<file path="src/include/conv_layer_cfg.svh">
`ifndef CONV_LAYER_CFG_SVH
`define CONV_LAYER_CFG_SVH

// image is square, width equals height
`define CONV_IMG_W 6

// channels packed into one pixel word
`define CONV_IN_CH 2

// output channels computed in parallel
`define CONV_OUT_CH 2

// signed fixed point word
`define CONV_WORD_W 16
`define CONV_FRAC_BITS 8

// line delay plus the three window registers span one image row
`define CONV_LINE_DEPTH (`CONV_IMG_W - 3)

`endif

</file>
<file path="src/logic/conv_layer_pkg.sv">
`include "conv_layer_cfg.svh"

package conv_layer_pkg;

	// one signed fixed point value
	typedef logic signed [`CONV_WORD_W-1:0] word_t;

	// lane i holds input channel i, also used for one weight word
	typedef word_t [`CONV_IN_CH-1:0] pixel_t;

	// row, column or memory address
	typedef logic [15:0] coord_t;

	// lane o holds output channel o
	typedef word_t [`CONV_OUT_CH-1:0] out_vec_t;

	// 3x3 window
	localparam int NUM_TAPS = 9;

	localparam int NUM_WEIGHTS = NUM_TAPS * `CONV_OUT_CH;

endpackage

</file>
<file path="src/logic/coef_loader.sv">
`timescale 1ns/1ps

module coef_loader import conv_layer_pkg::*; #(
	parameter type payload_t = pixel_t,
	parameter int  COUNT = NUM_WEIGHTS
) (
	input  logic     clk,
	input  logic     rst,
	input  logic     start,
	input  payload_t data,
	output logic     read_strobe,
	output coord_t   read_addr,
	output payload_t coefs [COUNT]
);

	localparam coord_t LAST = coord_t'(COUNT - 1);

	typedef enum logic [1:0] {
		L_IDLE,
		L_LOAD,
		L_HELD
	} state_t;

	state_t state;
	logic   data_valid;
	logic   shift_en;
	coord_t shift_cnt;

	// memory answers one cycle after each strobe
	assign shift_en = data_valid && (state == L_LOAD);

	always_ff @(posedge clk or posedge rst)
	begin
		if (rst)
		begin
			state <= L_IDLE;
			read_strobe <= 1'b0;
			read_addr <= '0;
			data_valid <= 1'b0;
			shift_cnt <= '0;
		end
		else
		begin
			data_valid <= read_strobe;
			case (state)
				L_IDLE:
				begin
					if (start)
					begin
						state <= L_LOAD;
						read_strobe <= 1'b1;
						read_addr <= '0;
						shift_cnt <= '0;
					end
				end
				L_LOAD:
				begin
					if (read_strobe)
					begin
						if (read_addr == LAST)
						begin
							read_strobe <= 1'b0;
						end
						else
						begin
							read_addr <= read_addr + 1'b1;
						end
					end
					if (data_valid)
					begin
						if (shift_cnt == LAST)
						begin
							state <= L_HELD;
						end
						else
						begin
							shift_cnt <= shift_cnt + 1'b1;
						end
					end
				end
				default:
				begin
					// loaded once per reset
					read_strobe <= 1'b0;
				end
			endcase
		end
	end

	// new word enters at the top, so coefs[a] ends up holding address a
	always_ff @(posedge clk)
	begin
		if (shift_en)
		begin
			coefs[COUNT - 1] <= data;
			for (int i = 0; i < COUNT - 1; i++)
			begin
				coefs[i] <= coefs[i + 1];
			end
		end
	end

	a_no_reload: assert property (
		@(posedge clk) disable iff (rst)
		(state == L_HELD) |-> !start
	);

endmodule

</file>
<file path="config.mk">
export PLATFORM = sky130hd
export DESIGN_NAME = coef_loader
export DESIGN_NICKNAME = d
export VERILOG_FILES = /design/src/logic/conv_layer_pkg.sv /design/src/logic/coef_loader.sv
export VERILOG_INCLUDE_DIRS = /design/src /design/src/include
export SDC_FILE = /design/constraint.sdc
export NUM_CORES = 1
export LEC_CHECK = 0
export BUFFER_PORTS_ARGS = -buffer_cell sky130_fd_sc_hd__buf_2
export CAP_MARGIN = 20
export CORE_AREA = 2 2 245 247
export CTS_CLUSTER_SIZE = 28
export DETAILED_ROUTE_END_ITERATION = 6
export DIE_AREA = 0 0 247 249
export MAX_ROUTING_LAYER = met4
export PLACE_DENSITY = 0.56
export SYNTH_ARGS = -nofsm -noshare
export SYNTH_HDL_FRONTEND = slang
export SYNTH_SLANG_ARGS = --single-unit
</file>
<file path="constraint.sdc">
create_clock -name clk -period 12.4 [get_ports clk]
set_clock_uncertainty 0.05 [all_clocks]
set_input_delay 1.24 -clock clk [delete_from_list [all_inputs] [get_ports clk]]
set_output_delay 1.24 -clock clk [all_outputs]
set_load 0.005 [all_outputs]
</file>
# After elaboration in Yosys (flattened, before gate mapping)
# Index checks and enable logic that the tools add are counted.
# totals
ff_bits,612
out_inout_bits,593
# op_classes
add_sub_neg,2
reduce_logical,6
n_mux,15
n_eq_ne,9
# op_table
cell,n
$mux 16,5
$pmux 16 s2,2
$add 16x1->16 const B,2
$eq 16x5->1 const B,2
$reduce_and 4->1,3
$ne 2x2->1 const B,5
$mux 2,3
$pmux 2 s2,1
$mux 1,3
$eq 2x1->1 const B,1
$logic_not 2->1,1
$ne 2x1->1 const B,1
$pmux 1 s2,1
$reduce_bool 2->1,1
$logic_and 1x1->1,1

# Depth between registers and ports, before layout
# logic_depth
ltp_word,4
mapped_depth,7
mapped_depth_nobuf,6

# Least setup slack after synthesis
# No wires, ideal clock.
# synth_timing
path_kind,reg-to-reg
startpoint,reg state[0]
endpoint,reg shift_cnt[14]
arrival_ns,8.581
synth_period_minus_slack_ns,8.748
setup_ns,0.116
required_time_ns,12.234
path_stages_with_launch,8
setup_slack_ns,3.652
cell_sequence,dfrtp_1 -> nor2b_1 -> buf_2 -> and2_1 -> buf_2 -> buf_2 -> o2111ai_1 -> o211ai_1
# synth_between
elab_chain_len,3
# synth_rtl
item,line,text
start: declaration,coef_loader.sv:24,state_t state;
start signal: assignment,coef_loader.sv:36,state <= L_IDLE;
start signal: assignment,coef_loader.sv:50,state <= L_LOAD;
start signal: assignment,coef_loader.sv:73,state <= L_HELD;
$eq 2x1->1 or $logic_not 2->1 (tied branches),coef_loader.sv:45,case (state)
$ne 2x2->1 (no source line) or $reduce_bool 2->1 (tied branches),--,
$reduce_and 4->1 (no source line),--,
end signal: assignment,coef_loader.sv:77,shift_cnt <= shift_cnt + 1'b1;
end: declaration,coef_loader.sv:27,coord_t shift_cnt;
# Parallel ways exist; a longest one is shown, timed or not.
# A chain may end at the register's enable or synchronous reset.

# Worst setup path after layout
# layout_timing
startpoint,reg state[0]
endpoint,"reg coefs[567] (netlist name), enable pin"
# layout_between
elab_chain_len,2
# layout_rtl
item,line,text
$eq 2x1->1,coef_loader.sv:30,assign shift_en = data_valid && (state == L_LOAD);
$logic_and 1x1->1,coef_loader.sv:30,
end signal: indexed assignment,coef_loader.sv:95,coefs[COUNT - 1] <= data;
end signal: indexed assignment,coef_loader.sv:98,coefs[i] <= coefs[i + 1];
end: declaration,coef_loader.sv:13,output payload_t coefs [COUNT]
# No other way between the ends.

==> impl_metrics.json <==
{
  "via_per_inst": 4.47,
  "setup.worst_path.class": "reg2reg",
  "ant_nets": 0,
  "clkLatencyLatePin_ns": 0.60,
  "finalHoldViolations": 0,
  "die-area_um2": 61500,
  "min_from": "coefs[445]",
  "p_total_uw": 4140,
  "core_um2": 58700,
  "switchingPower_uw": 806,
  "status": "finished, final reports clean",
  "timing.critical_path.fanout_max": 89,
  "grtUsageTotal": 0.153,
  "grt_pass1_vias": 10338,
  "swShare": 0.195,
  "overflow": 0,
  "clock-sinks": 612,
  "wl_per_cell_um": 20.4,
  "sequentialPowerShare": 0.538,
  "hp-class": "reg2reg",
  "cts_setup_buffers": 0,
  "dp_hpwl_um": 34800,
  "initial_core_util": 0.332,
  "setup_ws_ns": 8.32,
  "synth_top_family_by_area": "simple AND/OR/NAND/NOR gates",
  "area.sequential_um2": 18200,
  "synth_seq_cells": 612,
  "synthToLayoutAreaGrowth_pct": 32.0,
  "postCtsHoldBufs": 0,
  "drcViolationCount": 0,
  "grt_setup_unrepaired": "false",
  "drtIter0Drc": 632,
  "clk_path_buf_depth": 3,
  "crit_required_ns": 12.56,
  "synth.yosys.warnings": 0,
  "yosys-top-cells-count": "576 x edfxtp_1, 36 x dfrtp_1, 20 x inv_1",
  "cts_htree_levels": 3,
  "cts-resized-gates": 0,
  "gp_congestion": 0.891,
  "tns_ns": 0,
  "r2r_end": "coefs[567]",
  "endpoint_kind": "register",
  "num_vias": 10418,
  "synthSimpleGateAreaFrac": 0.0315,
  "r2r_slack_ns": 8.32,
  "multiInputGateArea_um2": 1150,
  "clock_power_share": 0.460,
  "syn_area_per_cell_um2": 23.9,
  "die_h_um": 249,
  "synth_top_cell_area_share": 0.888,
  "fmax_mhz": 245,
  "synth_fa_ha_area_frac": 0.00257,
  "synth_compound_area_frac": 0.0212,
  "syn_inst": 815,
  "clkTransAtPathRegs_ns": 0.06,
  "maxSlewHeadroom": 0.264,
  "start_kind": "register",
  "synthMuxAreaShare": 0.00206,
  "synth_top_cell_by_area": "edfxtp_1",
  "worst_pin_slew_ns": 1.10,
  "syn-num-nets": 854,
  "crit_arrival_ns": 4.24,
  "synthesis.area_um2": 19500,
  "slew_violations": 0,
  "wl_um": 47600,
  "grt_pass1_wl_um": 67500,
  "synthTopCellsByArea": "edfxtp_1 89%, dfrtp_1 4.6%, nand4_1 0.61%",
  "final_nets": 1545,
  "period_needed_ns": 4.08,
  "ir_drop_uv": 112,
  "dp_cells": 2211,
  "instances_no_fill": 2331,
  "row_count": 89,
  "synth_edf_count": 576,
  "clock-root-buffer": "clkbuf_16",
  "portBuffers": 627,
  "drive_gt1_frac": 0.472,
  "place_area_um2": 23600,
  "synth_xor_area_frac": 0.00180,
  "whs_endpoint": "coefs[477]",
  "dieWidth_um": 247,
  "grt_max_degree": 90,
  "rr_startpoint": "state[0]",
  "ys_seq_area_frac": 0.934,
  "n_antenna_cell": 0,
  "numCtsBuffers": 66,
  "cts_tree": "done",
  "design_area_um2": 25700,
  "dr.pass1.iters": 4,
  "cap_violations": 0,
  "synth.most_common_cell": "edfxtp_1",
  "powerDensity_nw_per_um2": 161,
  "period_share": 0.329,
  "crit_path_start": "state[0]",
  "synth_ff_type": "edfxtp_1",
  "p_leak_uw": 0.00960,
  "p_int_uw": 3340,
  "dp_slack_ns": 8.31,
  "setup_viol": 0,
  "r2r_cells": 4,
  "synth-async-reset-ratio": 0.0588,
  "fillCellCount": 5195,
  "num_io_pins": 628,
  "p_comb_frac": 0.002,
  "synth_cell_types": 52,
  "antenna_found_initial": 2,
  "hold_depth": 0
}
## worst max-delay path, stage by stage (launching register included)
cell	delay, ns
dfrtp_1	0.47
nor2b_1	0.58
and2_4	0.67
buf_4	0.78
buf_4	0.98
## sequential cells by signal, indices dropped and copies added (netlist names)
name         count
state            2
data_valid       1
coefs          576
shift_cnt       16
read_strobe      1
read_addr       16
## stage by stage
stage / utilization / hold slack, ns
after floorplan: - / 0.371
after global placement: 0.402 / 0.374
after detailed placement: 0.402 / 0.377
after CTS: 0.438 / 0.381
after global routing: 0.438 / 0.396
final: 0.438 / 0.382
## cell usage in the layout (no fill, tap or decap), types with 8 or more instances in the layout
cell,netlist,final
buf_2,6,627
buf_4,1,8
clkbuf_1,5,16
clkbuf_16,0,66
clkinv_1,0,12
dfrtp_1,36,36
edfxtp_1,576,576
inv_1,20,20
nand2_1,11,11
nand3_1,13,13
nand4_1,19,19
nor2_1,9,9
o21ai_0,10,10
## layout make-up
| type | instances | share of cell area |
|---|---|---|
| clock inverters | 38 | 0.0160 |
| inverters | 20 | 0.00292 |
| well taps | 773 | 0.0376 |
| repair buffers | 635 | 0.124 |
| flip-flops and latches | 612 | 0.708 |
| clock buffers | 82 | 0.0666 |
| multi-input cells | 171 | 0.0449 |
## cell families (layout without fill, tap and decap cells)
logic type,count (synthesis),count (layout)
buffers and inverters,32,775
AND/OR/NAND/NOR,101,101
AO/OA/AOI/OAI,58,58
XOR/XNOR,4,4
adder cells (fa/ha/maj),4,4
multiplexers,4,4
flip-flops,612,612
## worst max-delay path by stage
stage	endpoint	slack [ns]	cells after the start
floorplan	shift_cnt[14]	3.65	7
global placement	coefs[6]	8.42	4
detailed placement	coefs[74]	8.31	4
CTS	coefs[40]	8.32	4
global route	coefs[17]	7.97	4
finish	coefs[567]	8.32	4
## power by group through the flow
stage / sequential, uW / clock (uW) / combinational, uW
5_1_grt: 2230 / 2040 / 9.19
4_1_cts: 2230 / 1960 / 8.37
3_3_place_gp: 2270 / 0 / 8.01
3_5_place_dp: 2270 / 0 / 8.35
6_report: 2230 / 1910 / 8.07
2_1_floorplan: 2270 / 0 / 1.90
## layer usage
layer	vias to the layer above	track usage	routed length [um]
li1	4696	-	-
met1	5220	0.174	18500
met4	0	0.0575	1430
met5	-	-	0
met2	420	0.249	24000
met3	82	0.0503	3710
Power figures use the tool's default switching activity.
