**src/include/conv_layer_cfg.svh**
```systemverilog
`ifndef CONV_LAYER_CFG_SVH
`define CONV_LAYER_CFG_SVH

// image is square, width equals height
`define CONV_IMG_W 6

// channels packed into one pixel word
`define CONV_IN_CH 2

// output channels computed in parallel
`define CONV_OUT_CH 2

// signed fixed point word
`define CONV_WORD_W 16
`define CONV_FRAC_BITS 8

// line delay plus the three window registers span one image row
`define CONV_LINE_DEPTH (`CONV_IMG_W - 3)

`endif

```
**src/logic/conv_layer_pkg.sv**
```systemverilog
`include "conv_layer_cfg.svh"

package conv_layer_pkg;

	// one signed fixed point value
	typedef logic signed [`CONV_WORD_W-1:0] word_t;

	// lane i holds input channel i, also used for one weight word
	typedef word_t [`CONV_IN_CH-1:0] pixel_t;

	// row, column or memory address
	typedef logic [15:0] coord_t;

	// lane o holds output channel o
	typedef word_t [`CONV_OUT_CH-1:0] out_vec_t;

	// 3x3 window
	localparam int NUM_TAPS = 9;

	localparam int NUM_WEIGHTS = NUM_TAPS * `CONV_OUT_CH;

endpackage

```
**src/logic/conv_scheduler.sv**
```systemverilog
`timescale 1ns/1ps
`include "conv_layer_cfg.svh"

module conv_scheduler import conv_layer_pkg::*; (
	input  logic   clk,
	input  logic   rst,
	input  logic   pixel_store_done,
	output logic   read_pixel,
	output coord_t read_row,
	output coord_t read_col,
	output logic   save_enable,
	output coord_t output_row,
	output coord_t output_col,
	output logic   layer_done
);

	localparam int W = `CONV_IMG_W;

	// 2*W+2 slots from the read of pixel (r, c) to the read of (r+2, c+2)
	// plus one cycle of memory latency and one cycle into the window registers
	localparam int LATENCY = 2 * W + 4;

	localparam coord_t PIX_LAST = coord_t'(W - 1);
	localparam coord_t WIN_LAST = coord_t'(W - 3);
	localparam coord_t LAT_LAST = coord_t'(LATENCY - 1);

	typedef enum logic [1:0] {
		S_IDLE,
		S_RUN,
		S_DRAIN
	} state_t;

	state_t state;
	logic   start;
	logic   save_active;
	coord_t lat_cnt;

	assign start = (state == S_IDLE) && pixel_store_done;

	// columns past W-3 belong to windows that wrap into the next line
	assign save_enable = save_active && (output_col <= WIN_LAST);
	assign layer_done = save_enable && (output_row == WIN_LAST) && (output_col == WIN_LAST);

	// state and raster read counters
	always_ff @(posedge clk or posedge rst)
	begin
		if (rst)
		begin
			state <= S_IDLE;
			read_pixel <= 1'b0;
			read_row <= '0;
			read_col <= '0;
		end
		else
		begin
			case (state)
				S_IDLE:
				begin
					if (start)
					begin
						state <= S_RUN;
						read_pixel <= 1'b1;
						read_row <= '0;
						read_col <= '0;
					end
				end
				S_RUN:
				begin
					if (read_col == PIX_LAST)
					begin
						read_col <= '0;
						if (read_row == PIX_LAST)
						begin
							read_pixel <= 1'b0;
							state <= S_DRAIN;
						end
						else
						begin
							read_row <= read_row + 1'b1;
						end
					end
					else
					begin
						read_col <= read_col + 1'b1;
					end
				end
				S_DRAIN:
				begin
					if (layer_done)
					begin
						state <= S_IDLE;
					end
				end
				default:
				begin
					state <= S_IDLE;
					read_pixel <= 1'b0;
				end
			endcase
		end
	end

	// save counters trail the reads by LATENCY cycles
	always_ff @(posedge clk or posedge rst)
	begin
		if (rst)
		begin
			lat_cnt <= '0;
			save_active <= 1'b0;
			output_row <= '0;
			output_col <= '0;
		end
		else if (start)
		begin
			lat_cnt <= '0;
			output_row <= '0;
			output_col <= '0;
		end
		else if (save_active)
		begin
			if (layer_done)
			begin
				save_active <= 1'b0;
			end
			else if (output_col == PIX_LAST)
			begin
				output_col <= '0;
				output_row <= output_row + 1'b1;
			end
			else
			begin
				output_col <= output_col + 1'b1;
			end
		end
		else if (state != S_IDLE)
		begin
			if (lat_cnt == LAT_LAST)
			begin
				save_active <= 1'b1;
			end
			else
			begin
				lat_cnt <= lat_cnt + 1'b1;
			end
		end
	end

	// saved windows stay inside the image in both directions
	a_save_in_range: assert property (
		@(posedge clk) disable iff (rst)
		save_enable |-> (output_row <= WIN_LAST) && (output_col <= WIN_LAST)
	);

endmodule

```
**config.mk**
```make
export PLATFORM = sky130hd
export DESIGN_NAME = conv_scheduler
export DESIGN_NICKNAME = d
export VERILOG_FILES = /design/src/logic/conv_layer_pkg.sv /design/src/logic/conv_scheduler.sv
export VERILOG_INCLUDE_DIRS = /design/src /design/src/include
export SDC_FILE = /design/constraint.sdc
export NUM_CORES = 1
export LEC_CHECK = 0
export ABC_AREA = 1
export BUFFER_PORTS_ARGS = -buffer_cell sky130_fd_sc_hd__buf_2
export CORE_ASPECT_RATIO = 1.5
export CORE_MARGIN = 1
export CORE_UTILIZATION = 50
export DETAILED_ROUTE_END_ITERATION = 12
export PLACE_DENSITY = 0.85
export SLEW_MARGIN = 20
export SYNTH_ARGS = -nofsm -noshare
export SYNTH_HDL_FRONTEND = slang
export SYNTH_SLANG_ARGS = --single-unit
```
**constraint.sdc**
```tcl
create_clock -name clk -period 2.4 [get_ports clk]
set_clock_uncertainty 0.05 [all_clocks]
set_input_delay 0.36 -clock clk [delete_from_list [all_inputs] [get_ports clk]]
set_output_delay 0.36 -clock clk [all_outputs]
set_load 0.01 [all_outputs]
```
# --- After elaboration in Yosys (flattened, before gate mapping) ---
# Index checks and enable logic that the tools add are counted.
classes:
  n_lt_le_gt_ge: 1
  bitwise_logic: 1
  eq_ne: 16
  addsub: 5
  n_mux: 31
  n_reduce_logical: 17
ops:
  columns: ["operator", "count"]
  rows:
  - ["16-bit two-way mux", 16]
  - ["16-bit by 1-bit adder with 16-bit output, second input constant", 5]
  - ["16-bit one-hot mux with 2 select lines", 2]
  - ["16-bit by 3-bit == test with 1-bit output, second input constant", 3]
  - ["16-bit by 2-bit == test with 1-bit output, second input constant", 2]
  - ["16-bit by 4-bit == test with 1-bit output, second input constant", 1]
  - ["16-bit by 2-bit less-or-equal comparator with 1-bit output, second input constant", 1]
  - ["2-bit != test, second input constant", 7]
  - ["4-bit AND reduction", 3]
  - ["2-bit nonzero test", 5]
  - ["2-bit two-way mux", 4]
  - ["1-bit two-way mux", 7]
  - ["2-bit one-hot mux with 3 select lines", 1]
  - ["3-bit AND reduction", 2]
  - ["1-bit logical AND", 4]
  - ["2-bit AND reduction", 2]
  - ["1-bit one-hot mux with 3 select lines", 1]
  - ["2-bit by 1-bit == test with 1-bit output, second input constant", 1]
  - ["2-bit == test, second input constant", 1]
  - ["2-bit zero test", 1]
  - ["2-bit by 1-bit != test with 1-bit output, second input constant", 1]
  - ["1-bit inverter", 1]
totals:
  regBits: 84
  wordCells: 79
  output_inout_bits: 67

# --- Longest topological paths before layout ---
logic_depth:
  depth_word: 7
  depth_mapped: 12
  depth_no_buf: 11

# --- Worst setup path after synthesis ---
# No wires, ideal clock.
synth_path:
  kind: "flip-flop to output port"
  start: "register output_col[0]"
  end: "output port layer_done"
  setup_slack_ns: 0.570
  required_ns: 1.990
  t_arrival_ns: 1.420
  path_stages_with_launch: 7
  cell_sequence: "dfrtp_1 -> ha_1 -> clkbuf_2 -> nand4_1 -> nor2_1 -> nand2_1 -> nor4_1"
synth_via:
  elab_chain_cells: 4
  word_cells_on_any_way: 5
synth_rtl:
  columns: ["element", "line_no", "rtl"]
  rows:
  - ["from (decl)", "conv_scheduler.sv:13", "output coord_t output_col,"]
  - ["from (signal assigned)", "conv_scheduler.sv:132", "output_col <= output_col + 1'b1;"]
  - ["16-bit by 2-bit less-or-equal comparator with 1-bit output", "conv_scheduler.sv:41", "assign save_enable = save_active && (output_col <= WIN_LAST);"]
  - ["1-bit logical AND", "conv_scheduler.sv:41", null]
  - ["1-bit logical AND", "conv_scheduler.sv:42", "assign layer_done = save_enable && (output_row == WIN_LAST) && (output_col == WIN_LAST);"]
  - ["1-bit logical AND (*)", "conv_scheduler.sv:42", null]
  - ["to (decl)", "conv_scheduler.sv:14", "output logic layer_done"]
# Every way passes the cells marked *; elsewhere a longest branch is shown, timed or not.

# --- Final worst setup path ---
layout_path:
  start: "register output_row[1]"
  end: "output port layer_done"
layout_via:
  elab_chain_cells: 3
layout_rtl:
  columns: ["element", "line_no", "rtl"]
  rows:
  - ["from (decl)", "conv_scheduler.sv:12", "output coord_t output_row,"]
  - ["from (signal assigned)", "conv_scheduler.sv:128", "output_row <= output_row + 1'b1;"]
  - ["16-bit by 2-bit == test with 1-bit output", "conv_scheduler.sv:42", null]
  - ["1-bit logical AND (2 in a row)", "conv_scheduler.sv:42", null]
# Every way passes these cells.

==> reports/results.txt <==
outcome: finished clean
setup TNS: 0 ns
WL per Instance: 13.7 µm
dpl hpwl: 10700 µm
Max Cap Viol: 0
most frequent cells in the layout: nand2_1, nor2_1, nand3_1
worst skew pair latency: 0.34 ns
num rows: 47
area of the multi-input gates: 3140 µm²
Crit Path Max Fanout: 5
Post-Synth Simple-Gate Area: 44.3%
starting density of the core: 51.4%
cell leakage power: 0.00317 µW
worst min path class: primary input to async pin
H-tree depth: 3
n_diodes: 0
R2R cell count: 11
worst r2r dst: output_col[14]$_DFFE_PP0P_
global-route wire length before repair: 24400 µm
Critical Path Sink Type: primary output
vias in the first global route: 5508
synth warn: 0
area grow syn2layout: 14.1%
xor and xnor area share after synthesis: 4.65%
Slew @ Worst Pin: 0.475 ns
DR pass1 iterations: 5
Post-Synth Adder-Cell Area: 1.77%
Final min period: 2.28 ns
CP Capture Point: layer_done
number of distinct library cells after synthesis: 36
GRT overflow: 0
clock tree buffer depth: 2
critical path type: flip-flop to primary output
Core Area: 11000 µm²
worst r2r src: output_row[1]$_DFFE_PP0P_
port buffer count: 69
Clock transition at path regs: 0.06 ns
routed vias: 5829
initial antenna violation count: 0
# clock sinks: 84
final WL: 14800 µm
Yosys reg bits: 84
initial DRC count: 341
post-synthesis compound-gate area fraction: 4.74%
final net count: 940
largest family of logic cells by synthesized area: simple AND/OR/NAND/NOR gates
pin count of the biggest net entering global routing: 85
Clock Root Buffer: clkbuf_16
post-route ant nets: 0
Mapped Area: 5650 µm²
Setup crit start kind: flip-flop
Vias/cell: 5.40
origin of the worst setup path: output_row[1]$_DFFE_PP0P_
gr usage total: 26.3%
max_slew headroom: 68.3%
mux contribution to synthesized area: 0%
RD Place Congestion: 0.935
Post-Synthesis Cells: 860
register area share after synthesis: 37.2%
share of layout cells above drive strength 1: 12.2%
fillers: 1027
IR drop worst, VDD: 0.396 mV
Mapped Nets: 871
syn_area_per_cell: 6.57 µm²
most common cell after layout, fill and taps aside: nand2_1
f_max: 439 MHz
R2R Setup Slk: 0.38 ns
die height: 132 µm
Crit path arrival time: 1.87 ns
Max Slew Vio Count: 0
Final setup viols: 0
unrepaired setup endpoints after global routing: false
die area: 11700 µm²
Final Cell Area: 6450 µm²
Die X-Extent: 88.8 µm
DP Area: 6150 µm²
pwr dens: 534 nW/µm²
drc violations: 0
Tcrit/Tclk final: 94.9%
register area: 2100 µm²
CTS buffer count: 9
worst endpoint required time: 1.99 ns
hold bufs inserted after CTS: 0
IO Pins: 70
CTS tree: done
Final Hold Fails: 0
==> report_power, final <==
part           internal, µW  switching, µW  total (µW)
sequential             1480            130        1610
clock                   827            565        1390
combinational           165            277         441
total                  2470            972        3450
==> layer usage <==
layer	track usage (%)	part of all wire (%)	wire length, µm
met1	28.8	39	5790
met2	46.4	53	7780
met3	4.88	4.2	621
met4	14.3	3.8	563
met5	0	0	0
==> cell families after synthesis <==
logic type / after synthesis
buffers and inverters: 99
AOI/OAI and AO/OA: 51
and+or+nand+nor: 588
DFF: 84
adders and majority gates: 8
xor gates and xnor gates: 30
==> critical path: stages, from the launching register on <==
cell	delay (ns)
dfrtp_1	0.42
ha_1	0.26
inv_2	0.08
nor2_2	0.10
nand3_1	0.10
nor2_1	0.09
nand2_1	0.07
nor4_2	0.22
buf_2	0.19
==> per-stage QoR <==
stage | power, µW | worst slack, ns | cells | utilization, % | hold slack (ns)
floorplan | 1900 | 0.570 | 860 | - | 0.425
global placement | 2060 | 0.399 | 1065 | 55.9 | 0.412
detailed placement | 2070 | 0.370 | 1065 | 55.9 | 0.430
CTS | 3460 | 0.0111 | 1080 | 58.6 | 0.112
global route | 3590 | 0.0231 | 1080 | 58.7 | 0.125
finish | 3450 | 0.123 | 1080 | 58.7 | 0.0603
==> synth_stat cells <==
master      n  share of area [%]
a21oi_1     3               0.27
a31oi_1     1               0.11
and2_1      2               0.22
and3_1      1               0.11
buf_1       1              0.066
buf_2      13                1.2
buf_4       1               0.13
buf_6       2               0.40
buf_8       1               0.27
clkbuf_1    2               0.13
clkbuf_2    1              0.088
dfrtp_1    84                 37
ha_1        8                1.8
inv_1      74                4.9
inv_2       4               0.27
nand2_1   290                 19
nand2_2     3               0.33
nand2_4     1               0.20
nand3_1    89                7.9
nand3_4     1               0.31
nand3b_1    1               0.13
nand4_1    30                3.3
nand4_2     1               0.22
nor2_1    149                9.9
nor2_2      3               0.33
nor2_4      4               0.80
nor3_1     10               0.89
nor3b_1     2               0.27
nor4_1      1               0.11
o21ai_0    34                3.0
o21ai_1     6               0.53
o21bai_1    1               0.13
o22ai_1     5               0.55
o31ai_1     1               0.13
xnor2_1     6               0.93
xor2_1     24                3.7
==> sequential cells by signal (all words and copies together) (netlist names) <==
signal,count
state,2
lat_cnt,16
output_col,16
read_pixel,1
output_row,16
save_active,1
read_col,16
read_row,16
==> how the worst min path moves through the flow <==
stage          depth (start not counted)                        to  slack [ns]
2_1_floorplan                          2   lat_cnt[15]$_DFFE_PP0P_        0.43
3_3_place_gp                           2    read_pixel$_DFFE_PP0P_        0.41
3_5_place_dp                           2    read_pixel$_DFFE_PP0P_        0.43
4_1_cts                                3  read_row[10]$_DFFE_PP0P_        0.11
5_1_grt                                3    lat_cnt[2]$_DFFE_PP0P_        0.12
6_report                               3  read_row[12]$_DFFE_PP0P_        0.06
==> layout make-up <==
type	instances	area share (%)
Multi-Input combinational cell	677	48.7
Clock inverter	4	0.776
Timing Repair Buffer	79	6.71
Sequential cell	84	32.6
Tap cell	147	2.85
Clock buffer	11	3.76
Inverter	78	4.60
==> repair_timing <==
action	CTS	global route
pin swaps	0	0
resized for setup	1	2
setup buffers	0	0
setup endpoints to repair	1	1
Power figures use the tool's default switching activity.
