===== src/include/conv_layer_cfg.svh =====
`ifndef CONV_LAYER_CFG_SVH
`define CONV_LAYER_CFG_SVH

// image is square, width equals height
`define CONV_IMG_W 6

// channels packed into one pixel word
`define CONV_IN_CH 2

// output channels computed in parallel
`define CONV_OUT_CH 2

// signed fixed point word
`define CONV_WORD_W 16
`define CONV_FRAC_BITS 8

// line delay plus the three window registers span one image row
`define CONV_LINE_DEPTH (`CONV_IMG_W - 3)

`endif


===== src/logic/conv_layer_pkg.sv =====
`include "conv_layer_cfg.svh"

package conv_layer_pkg;

	// one signed fixed point value
	typedef logic signed [`CONV_WORD_W-1:0] word_t;

	// lane i holds input channel i, also used for one weight word
	typedef word_t [`CONV_IN_CH-1:0] pixel_t;

	// row, column or memory address
	typedef logic [15:0] coord_t;

	// lane o holds output channel o
	typedef word_t [`CONV_OUT_CH-1:0] out_vec_t;

	// 3x3 window
	localparam int NUM_TAPS = 9;

	localparam int NUM_WEIGHTS = NUM_TAPS * `CONV_OUT_CH;

endpackage


===== src/logic/window_line_buffer.sv =====
`timescale 1ns/1ps
`include "conv_layer_cfg.svh"

module window_line_buffer import conv_layer_pkg::*; (
	input  logic   clk,
	input  logic   rst,
	input  pixel_t pixel_data,
	output pixel_t taps [NUM_TAPS]
);

	localparam int DEPTH = `CONV_LINE_DEPTH;

	// middle row delay, then top row delay
	pixel_t mid_line [DEPTH];
	pixel_t top_line [DEPTH];

	// taps 6..8 bottom row, 3..5 middle, 0..2 top; higher index is newer
	always_ff @(posedge clk or posedge rst)
	begin
		if (rst)
		begin
			for (int i = 0; i < NUM_TAPS; i++)
			begin
				taps[i] <= '0;
			end
		end
		else
		begin
			taps[8] <= pixel_data;
			taps[5] <= mid_line[0];
			taps[2] <= top_line[0];
			for (int r = 0; r < 3; r++)
			begin
				taps[3 * r] <= taps[3 * r + 1];
				taps[3 * r + 1] <= taps[3 * r + 2];
			end
		end
	end

	// each line delay takes the oldest tap of the row below
	always_ff @(posedge clk)
	begin
		mid_line[DEPTH - 1] <= taps[6];
		top_line[DEPTH - 1] <= taps[3];
		for (int i = 0; i < DEPTH - 1; i++)
		begin
			mid_line[i] <= mid_line[i + 1];
			top_line[i] <= top_line[i + 1];
		end
	end

endmodule


===== config.mk =====
export PLATFORM = sky130hd
export DESIGN_NAME = window_line_buffer
export DESIGN_NICKNAME = d
export VERILOG_FILES = /design/src/logic/conv_layer_pkg.sv /design/src/logic/window_line_buffer.sv
export VERILOG_INCLUDE_DIRS = /design/src /design/src/include
export SDC_FILE = /design/constraint.sdc
export NUM_CORES = 1
export LEC_CHECK = 0
export BUFFER_PORTS_ARGS = -buffer_cell sky130_fd_sc_hd__buf_4
export CORE_MARGIN = 1.5
export CORE_UTILIZATION = 45
export CTS_BUF_LIST = sky130_fd_sc_hd__clkbuf_4 sky130_fd_sc_hd__clkbuf_8 sky130_fd_sc_hd__clkbuf_16
export DETAILED_ROUTE_END_ITERATION = 16
export PLACE_DENSITY = 0.86
export SKIP_LAST_GASP = 1
export SLEW_MARGIN = 20
export SYNTH_ARGS = -nofsm -noshare
export SYNTH_HDL_FRONTEND = slang
export SYNTH_SLANG_ARGS = --single-unit

===== constraint.sdc =====
create_clock -name clk -period 7.86 [get_ports clk]
set_input_delay 0.393 -clock clk [delete_from_list [all_inputs] [get_ports clk]]
set_output_delay 0.393 -clock clk [all_outputs]
set_load 0.02 [all_outputs]

Word level (Yosys, flattened, before mapping) --
Memories as Yosys holds them, arrays and structs flattened. A register that Yosys moved wholly into a read port is not among the register bits. Cells that the tools add are included.
Operators by class: bitwise operators 0, multiply operators 0, shifts and indexed selects 0, multiplexer cells 0, add/sub/neg operators 0, divide/modulo/power cells 0, equal/unequal tests 0, $lt $le $gt $ge 0, reductions and logical operators 0
Storage, ports and cells: memory bits (read-only) 0, memories kept 2, register bits after elaboration 224, input port bits 34, word-level logic and storage cells 16, memory bits (writable) 192, latch bits 0, output and inout port bits 288
Memories:
- mid_line | words 3, bits a word 32, rd ports 3, clocked after memory_dff 1, write ports 3, RTL line window_line_buffer.sv:14 | pixel_t mid_line [DEPTH];
- top_line | words 3, bits a word 32, rd ports 3, clocked after memory_dff 1, write ports 3, RTL line window_line_buffer.sv:15 | pixel_t top_line [DEPTH];

Logic depth before layout (Yosys ltp) --
Gate-level depths: netlist of run 1.
depth in word-level cells 0, depth in mapped cells 1

Worst setup path before layout of run 1 --
No wires, ideal clock.
path type flip-flop to output port, start register taps[0] (netlist name), end output taps[0] (netlist name), cell stages (with the launch flop) 1, path slack 7043 ps, data required time 7467 ps, data arrival time 424 ps, path through dfrtp_1
RTL lines:
- start, declared | RTL line window_line_buffer.sv:8 | output pixel_t taps [NUM_TAPS]
- start signal, assigned by index | RTL line window_line_buffer.sv:34 | taps[3 * r] <= taps[3 * r + 1];
- start signal, assigned by index | RTL line window_line_buffer.sv:35 | taps[3 * r + 1] <= taps[3 * r + 2];
No word-level cell between the ends.

Final worst setup path of run 1 --
start register taps[149] (netlist name), end output taps[149] (netlist name)
No word-level cell between the ends.

==> results of run 1 <==
-- metal layers --
layer  share of wire  wire length [um]
met3           0.072              1465
met1            0.37              7473
met2            0.54             10990
met4           0.024               496
met5               0                 0
-- synthesized netlist by cell type --
master / n / area [um^2]
dfxtp_1: 192 / 3844
dfrtp_1: 288 / 7207
inv_1: 1 / 3.750
-- registers in the layout, summed over array words and instances (netlist names) --
signal and count:
top_line 96, taps 288, mid_line 96
-- worst max-delay path by stage --
stage | start | to | slack [ps] | cells past startpoint
detailed placement | rst | taps[10] | 5450 | 4
finish | taps[149] | taps[149] | 6330 | 1
global placement | rst | taps[125] | 5500 | 4
global route | rst | taps[26] | 6180 | 4
CTS | rst | taps[0] | 6000 | 4
floorplan | rst | taps[0] | 3650 | 1
-- layout make-up --
| type | instances | area (um^2) |
|---|---|---|
| sequential | 480 | 11050 |
| fill | 1583 | 8317 |
| timing repair buffer | 356 | 2785 |
| clock buffer | 71 | 1436 |
| tap | 324 | 405.4 |
| clock inverter | 13 | 175.2 |
| inverter | 1 | 7.507 |
-- through the flow --
step	worst slack (ps)	std cells	utilization
2_1_floorplan	3648	481	-
3_3_place_gp	5500	1128	0.5750
3_5_place_dp	5454	1128	0.5750
4_1_cts	6004	1244	0.6549
5_1_grt	6176	1245	0.6560
6_report	6332	1245	0.6560
-- power groups by stage --
stage	logic (W)	registers [W]	clock network (W)
after floorplan	0.0000216	0.00277	0
after global placement	0.000269	0.00268	0
after detailed placement	0.000272	0.00269	0
after CTS	0.000286	0.00264	0.00229
after global routing	0.000298	0.00265	0.00239
final	0.000284	0.00264	0.00224
-- cells by family after synthesis --
| family | after synthesis | share of synthesized area |
|---|---|---|
| buffers and inverters | 1 | 0.0003392 |
| flip-flops | 480 | 0.9997 |
==> results.sh, run 1 <==
export IMPL_cp_max_fo=2
export IMPL_power_w=0.005163
export IMPL_diodes=0
export IMPL_routed_wirelength_mm=20.42
export IMPL_cts_resized=0
export IMPL_final_common_cell="buf_4"
export IMPL_final_setup_skew_ps=14.81
export IMPL_syn_avg_cell_area_um2=22.98
export IMPL_holdWs_ps=19.54
export IMPL_final_period_utilization=0.1944
export IMPL_die_area_um2=25510
export IMPL_synth_cell_types=3
export IMPL_rows=57
export IMPL_tns_ps=0
export IMPL_synth_seq_cells=480
export IMPL_syn_area_um2=11050
export IMPL_maxSlewHeadroom=0.3724
export IMPL_grt_antenna_before_repair=0
export IMPL_grt_max_degree=211
export IMPL_finalNetCount=918
export IMPL_place_gp_congestion=0.7620
export IMPL_vdd_ir_drop_worst_uv=200.5
export IMPL_finalInstanceArea_um2=15860
export IMPL_use_met1=0.1770
export IMPL_r2r_end="taps[181]"
export IMPL_p_clk_frac=0.434
export IMPL_num_io_pins=322
export IMPL_max_freq_mhz=654.3
export IMPL_use_met3=0.04961
export IMPL_crit_path_cell_trace="buf_4"
export IMPL_drv_cap=0
export IMPL_viasPerCell=4.151
export IMPL_critical_path_required_ps=7470
export IMPL_multi_input_area_um2=0
export IMPL_r2r_cells=0
export IMPL_setup_viol=0
export IMPL_core_area_um2=24180
export IMPL_clk_path_buf_depth=3
export IMPL_drcViolationCount=0
export IMPL_maxSlewViolCount=0
export IMPL_rsz0062_at_grt="no"
export IMPL_area_growth_pct=43.47
export IMPL_ys_seq_area_frac=0.9997
export IMPL_grtUsageTotal=0.1586
export IMPL_vias=5168
export IMPL_ant_nets=0
export IMPL_numCtsBuffers=45
export IMPL_pwr_density_cell_nw_per_um2=325.5
export IMPL_min_delay_path_class="input port to asynchronous set/reset pin"
export IMPL_layout_common_cells="buf_4 (322), dfrtp_1 (288), dfxtp_1 (192)"
export IMPL_cts_tree="yes"
export IMPL_syn_inst=481
export IMPL_drtPass1Iterations=4
export IMPL_switching_power_w=0.001070
export IMPL_syn_nets=515
export IMPL_slowest_delay_ps=430
export IMPL_htreeDepth=2
export IMPL_drt_iter0_drc=204
export IMPL_timing_critical_path_buf_inv=1
export IMPL_status="finished, final reports clean"
export IMPL_post_cts_setup_buffer_count=0
export IMPL_die_h_um=159.7
export IMPL_critPathCaptureType="output pin"
export IMPL_power_leakage_nw=7.491
export IMPL_multi_input_gates=0
export IMPL_root_buffer="clkbuf_16"
export IMPL_grt_remaining_overflow=0
export IMPL_r2r_slack_ps=7280
export IMPL_drive_gt1_frac=0.4441
export IMPL_grt_pass1_wl_mm=31.06
export IMPL_cp_top_family="flip-flops"
export IMPL_path_clk_slew_ps=60
export IMPL_synth_warnings=0
export IMPL_die_w_um=159.7
export IMPL_wl_per_cell_um=16.40
export IMPL_insertion_delay_ps=520
export IMPL_start_util=0.4572
export IMPL_cp_start_kind="register"
export IMPL_tightestPinTransition_ps=941.4
export IMPL_cts_hold_buffers=32
export IMPL_regToRegStartpoint="taps[149]"
export IMPL_grt_pass1_vias=5689
export IMPL_p_seq_frac=0.511
export IMPL_arrival_ps=1140
export IMPL_combinationalPowerShare=0.055
export IMPL_clock_sinks=480
export IMPL_netSwitchingFraction=0.2073
export IMPL_hold_viol=0
export IMPL_hpwl_mm=13.00
export IMPL_crit_type="register to output pin"
export IMPL_critPathSlowestCell="dfrtp_1"
export IMPL_met2_usage=0.2856
export IMPL_io_buffers=321
export IMPL_fin_crit_ps=1528
export IMPL_p_int_w=0.004093
export IMPL_dpl_cell_area_um2=13900
export IMPL_grt_busiest_layer="met2"
Note: power is estimated with default switching activity, not from simulation.
==> run 2: changes to the inputs <==
==> constraint.sdc (replaced) <==
create_clock -name clk -period 1.4 [get_ports clk]
set_input_delay 0.07 -clock clk [delete_from_list [all_inputs] [get_ports clk]]
set_output_delay 0.07 -clock clk [all_outputs]
set_load 0.02 [all_outputs]
==> run 2 against run 1 <==
Via count decreased by 0.21%. Core utilization shrank 0.45 points. Clock skew is 0.80 ps higher. Cell count is the same. Sequential share of layout area grew 0.48 points. Wire length grew 0.29%. Largest power group unchanged. Die area unchanged. Setup slack worse by 6100 ps. Clock power increased to 5.1 times the previous value. Critical path type unchanged.
==> results.sh, run 2 (synthesis gave the netlist of run 1 again) <==
export IMPL_layout_common_cells="buf_4 (322), dfrtp_1 (288), dfxtp_1 (192)"
export IMPL_start_util=0.4572
export IMPL_drt_iter0_drc=195
export IMPL_area_growth_pct=42.49
export IMPL_final_setup_skew_ps=15.61
export IMPL_arrival_ps=1120
export IMPL_rows=57
export IMPL_grt_antenna_before_repair=0
export IMPL_finalNetCount=921
export IMPL_final_period_utilization=0.8535
export IMPL_clk_path_buf_depth=3
export IMPL_rsz0062_at_grt="no"
export IMPL_die_area_um2=25510
export IMPL_cp_top_family="flip-flops"
export IMPL_fin_crit_ps=1195
export IMPL_crit_path_cell_trace="buf_4"
export IMPL_p_seq_frac=0.532
export IMPL_die_h_um=159.7
export IMPL_cts_tree="yes"
export IMPL_holdWs_ps=171.2
export IMPL_drcViolationCount=0
export IMPL_reg_largest_list="taps x288, mid_line x96, top_line x96"
export IMPL_largest_register="taps"
export IMPL_drtPass1Iterations=4
export IMPL_maxSlewViolCount=0
export IMPL_p_clk_frac=0.410
export IMPL_netSwitchingFraction=0.2139
export IMPL_clock_sinks=480
export IMPL_multi_input_area_um2=0
export IMPL_cts_resized=0
export IMPL_grt_pass1_vias=5650
export IMPL_switching_power_w=0.005960
export IMPL_final_common_cell="buf_4"
export IMPL_htreeDepth=2
export IMPL_crit_type="register to output pin"
export IMPL_insertion_delay_ps=520
export IMPL_min_delay_path_class="input port to asynchronous set/reset pin"
export IMPL_path_clk_slew_ps=60
export IMPL_power_leakage_nw=7.439
export IMPL_post_cts_setup_buffer_count=0
export IMPL_max_freq_mhz=836.8
export IMPL_cp_start_kind="register"
export IMPL_grt_pass1_wl_mm=31.28
export IMPL_io_buffers=321
export IMPL_critical_path_required_ps=1330
export IMPL_tns_ps=0
export IMPL_root_buffer="clkbuf_16"
export IMPL_num_io_pins=322
export IMPL_numCtsBuffers=44
export IMPL_pwr_density_cell_nw_per_um2=1768
export IMPL_vdd_ir_drop_worst_uv=1302
export IMPL_wl_per_cell_um=16.45
export IMPL_viasPerCell=4.142
export IMPL_combinationalPowerShare=0.058
export IMPL_critPathCaptureType="output pin"
export IMPL_maxSlewHeadroom=0.5862
export IMPL_routed_wirelength_mm=20.48
export IMPL_vias=5157
export IMPL_tightestPinTransition_ps=620.7
export IMPL_diodes=0
export IMPL_place_gp_congestion=0.7640
export IMPL_cp_max_fo=2
export IMPL_largest_reg_flops=288
export IMPL_ant_nets=0
export IMPL_drive_gt1_frac=0.4430
export IMPL_grt_max_degree=117
export IMPL_hold_viol=0
export IMPL_die_w_um=159.7
export IMPL_multi_input_gates=0
export IMPL_setup_viol=0
export IMPL_critPathSlowestCell="dfrtp_1"
export IMPL_hpwl_mm=13.33
export IMPL_status="finished, final reports clean"
export IMPL_grt_remaining_overflow=0
export IMPL_slowest_delay_ps=420
export IMPL_core_area_um2=24180
export IMPL_p_int_w=0.02190
export IMPL_grtUsageTotal=0.1610
export IMPL_timing_critical_path_buf_inv=1
export IMPL_drv_cap=0
==> run 2: cell count changes in the layout (fill, tap and decap cells not counted), sizes merged <==
cell         change
bufinv           -4
clkinv           +3
dlygate4sd3      +1
inv              +1
clkbuf           -4
buf              +3
==> run 2: metal layers <==
metal | share of wire | up-vias | wire length, um | GRT usage
li1 | - | 2319 | - | -
met1 | 0.35 | 2546 | 7154 | 0.1670
met2 | 0.54 | 245 | 11060 | 0.2975
met3 | 0.079 | 47 | 1628 | 0.05429
met4 | 0.031 | 0 | 635 | 0.06432
met5 | 0 | - | 0 | 0
==> run 2: layout make-up <==
cell class	count	area, um^2
flip-flops and latches	480	11050
inverters	1	7.507
well taps	324	405.4
clock buffers	67	1354
fillers	1588	8426
repair buffers	360	2848
clock inverters	13	86.33
==> run 2: stage by stage <==
step	cell area, um^2	total power (W)	instances	utilization	setup WS (ps)
5_1_grt	15750	0.02887	1245	0.6515	151.1
4_1_cts	15750	0.02813	1245	0.6515	173.9
6_report	15750	0.02786	1245	0.6515	205.0
3_5_place_dp	13980	0.01666	1132	0.5783	637.8
2_1_floorplan	11060	0.01567	481	-	-2489
3_3_place_gp	13980	0.01659	1132	0.5783	648.0
==> run 2: power by group through the flow <==
stage	clock network [W]	logic (W)	registers [W]
global route	0.0123	0.00170	0.0149
floorplan	0	0.000121	0.0155
CTS	0.0117	0.00164	0.0148
finish	0.0114	0.00162	0.0148
global placement	0	0.00154	0.0151
detailed placement	0	0.00156	0.0151
==> run 2: path summary, 6_finish.rpt <==
path	slack [ps]	cells past startpoint	startpoint	to
max in group asynchronous	600	4	rst	taps[11]
hold / removal	170	4	rst	taps[183]
min in group clk	190	2	pixel_data[26]	taps[26]
hold reg to reg	320	0	top_line[0][16]	taps[208]
setup / recovery	210	1	taps[129]	taps[129]
setup reg to reg	830	0	taps[129]	taps[161]
==> run 2: what timing repair did <==
action,4_1_cts,5_1_grt
hold buffers,33,0
hold endpoints to repair,320,0
endpoints found under the setup margin,0,0
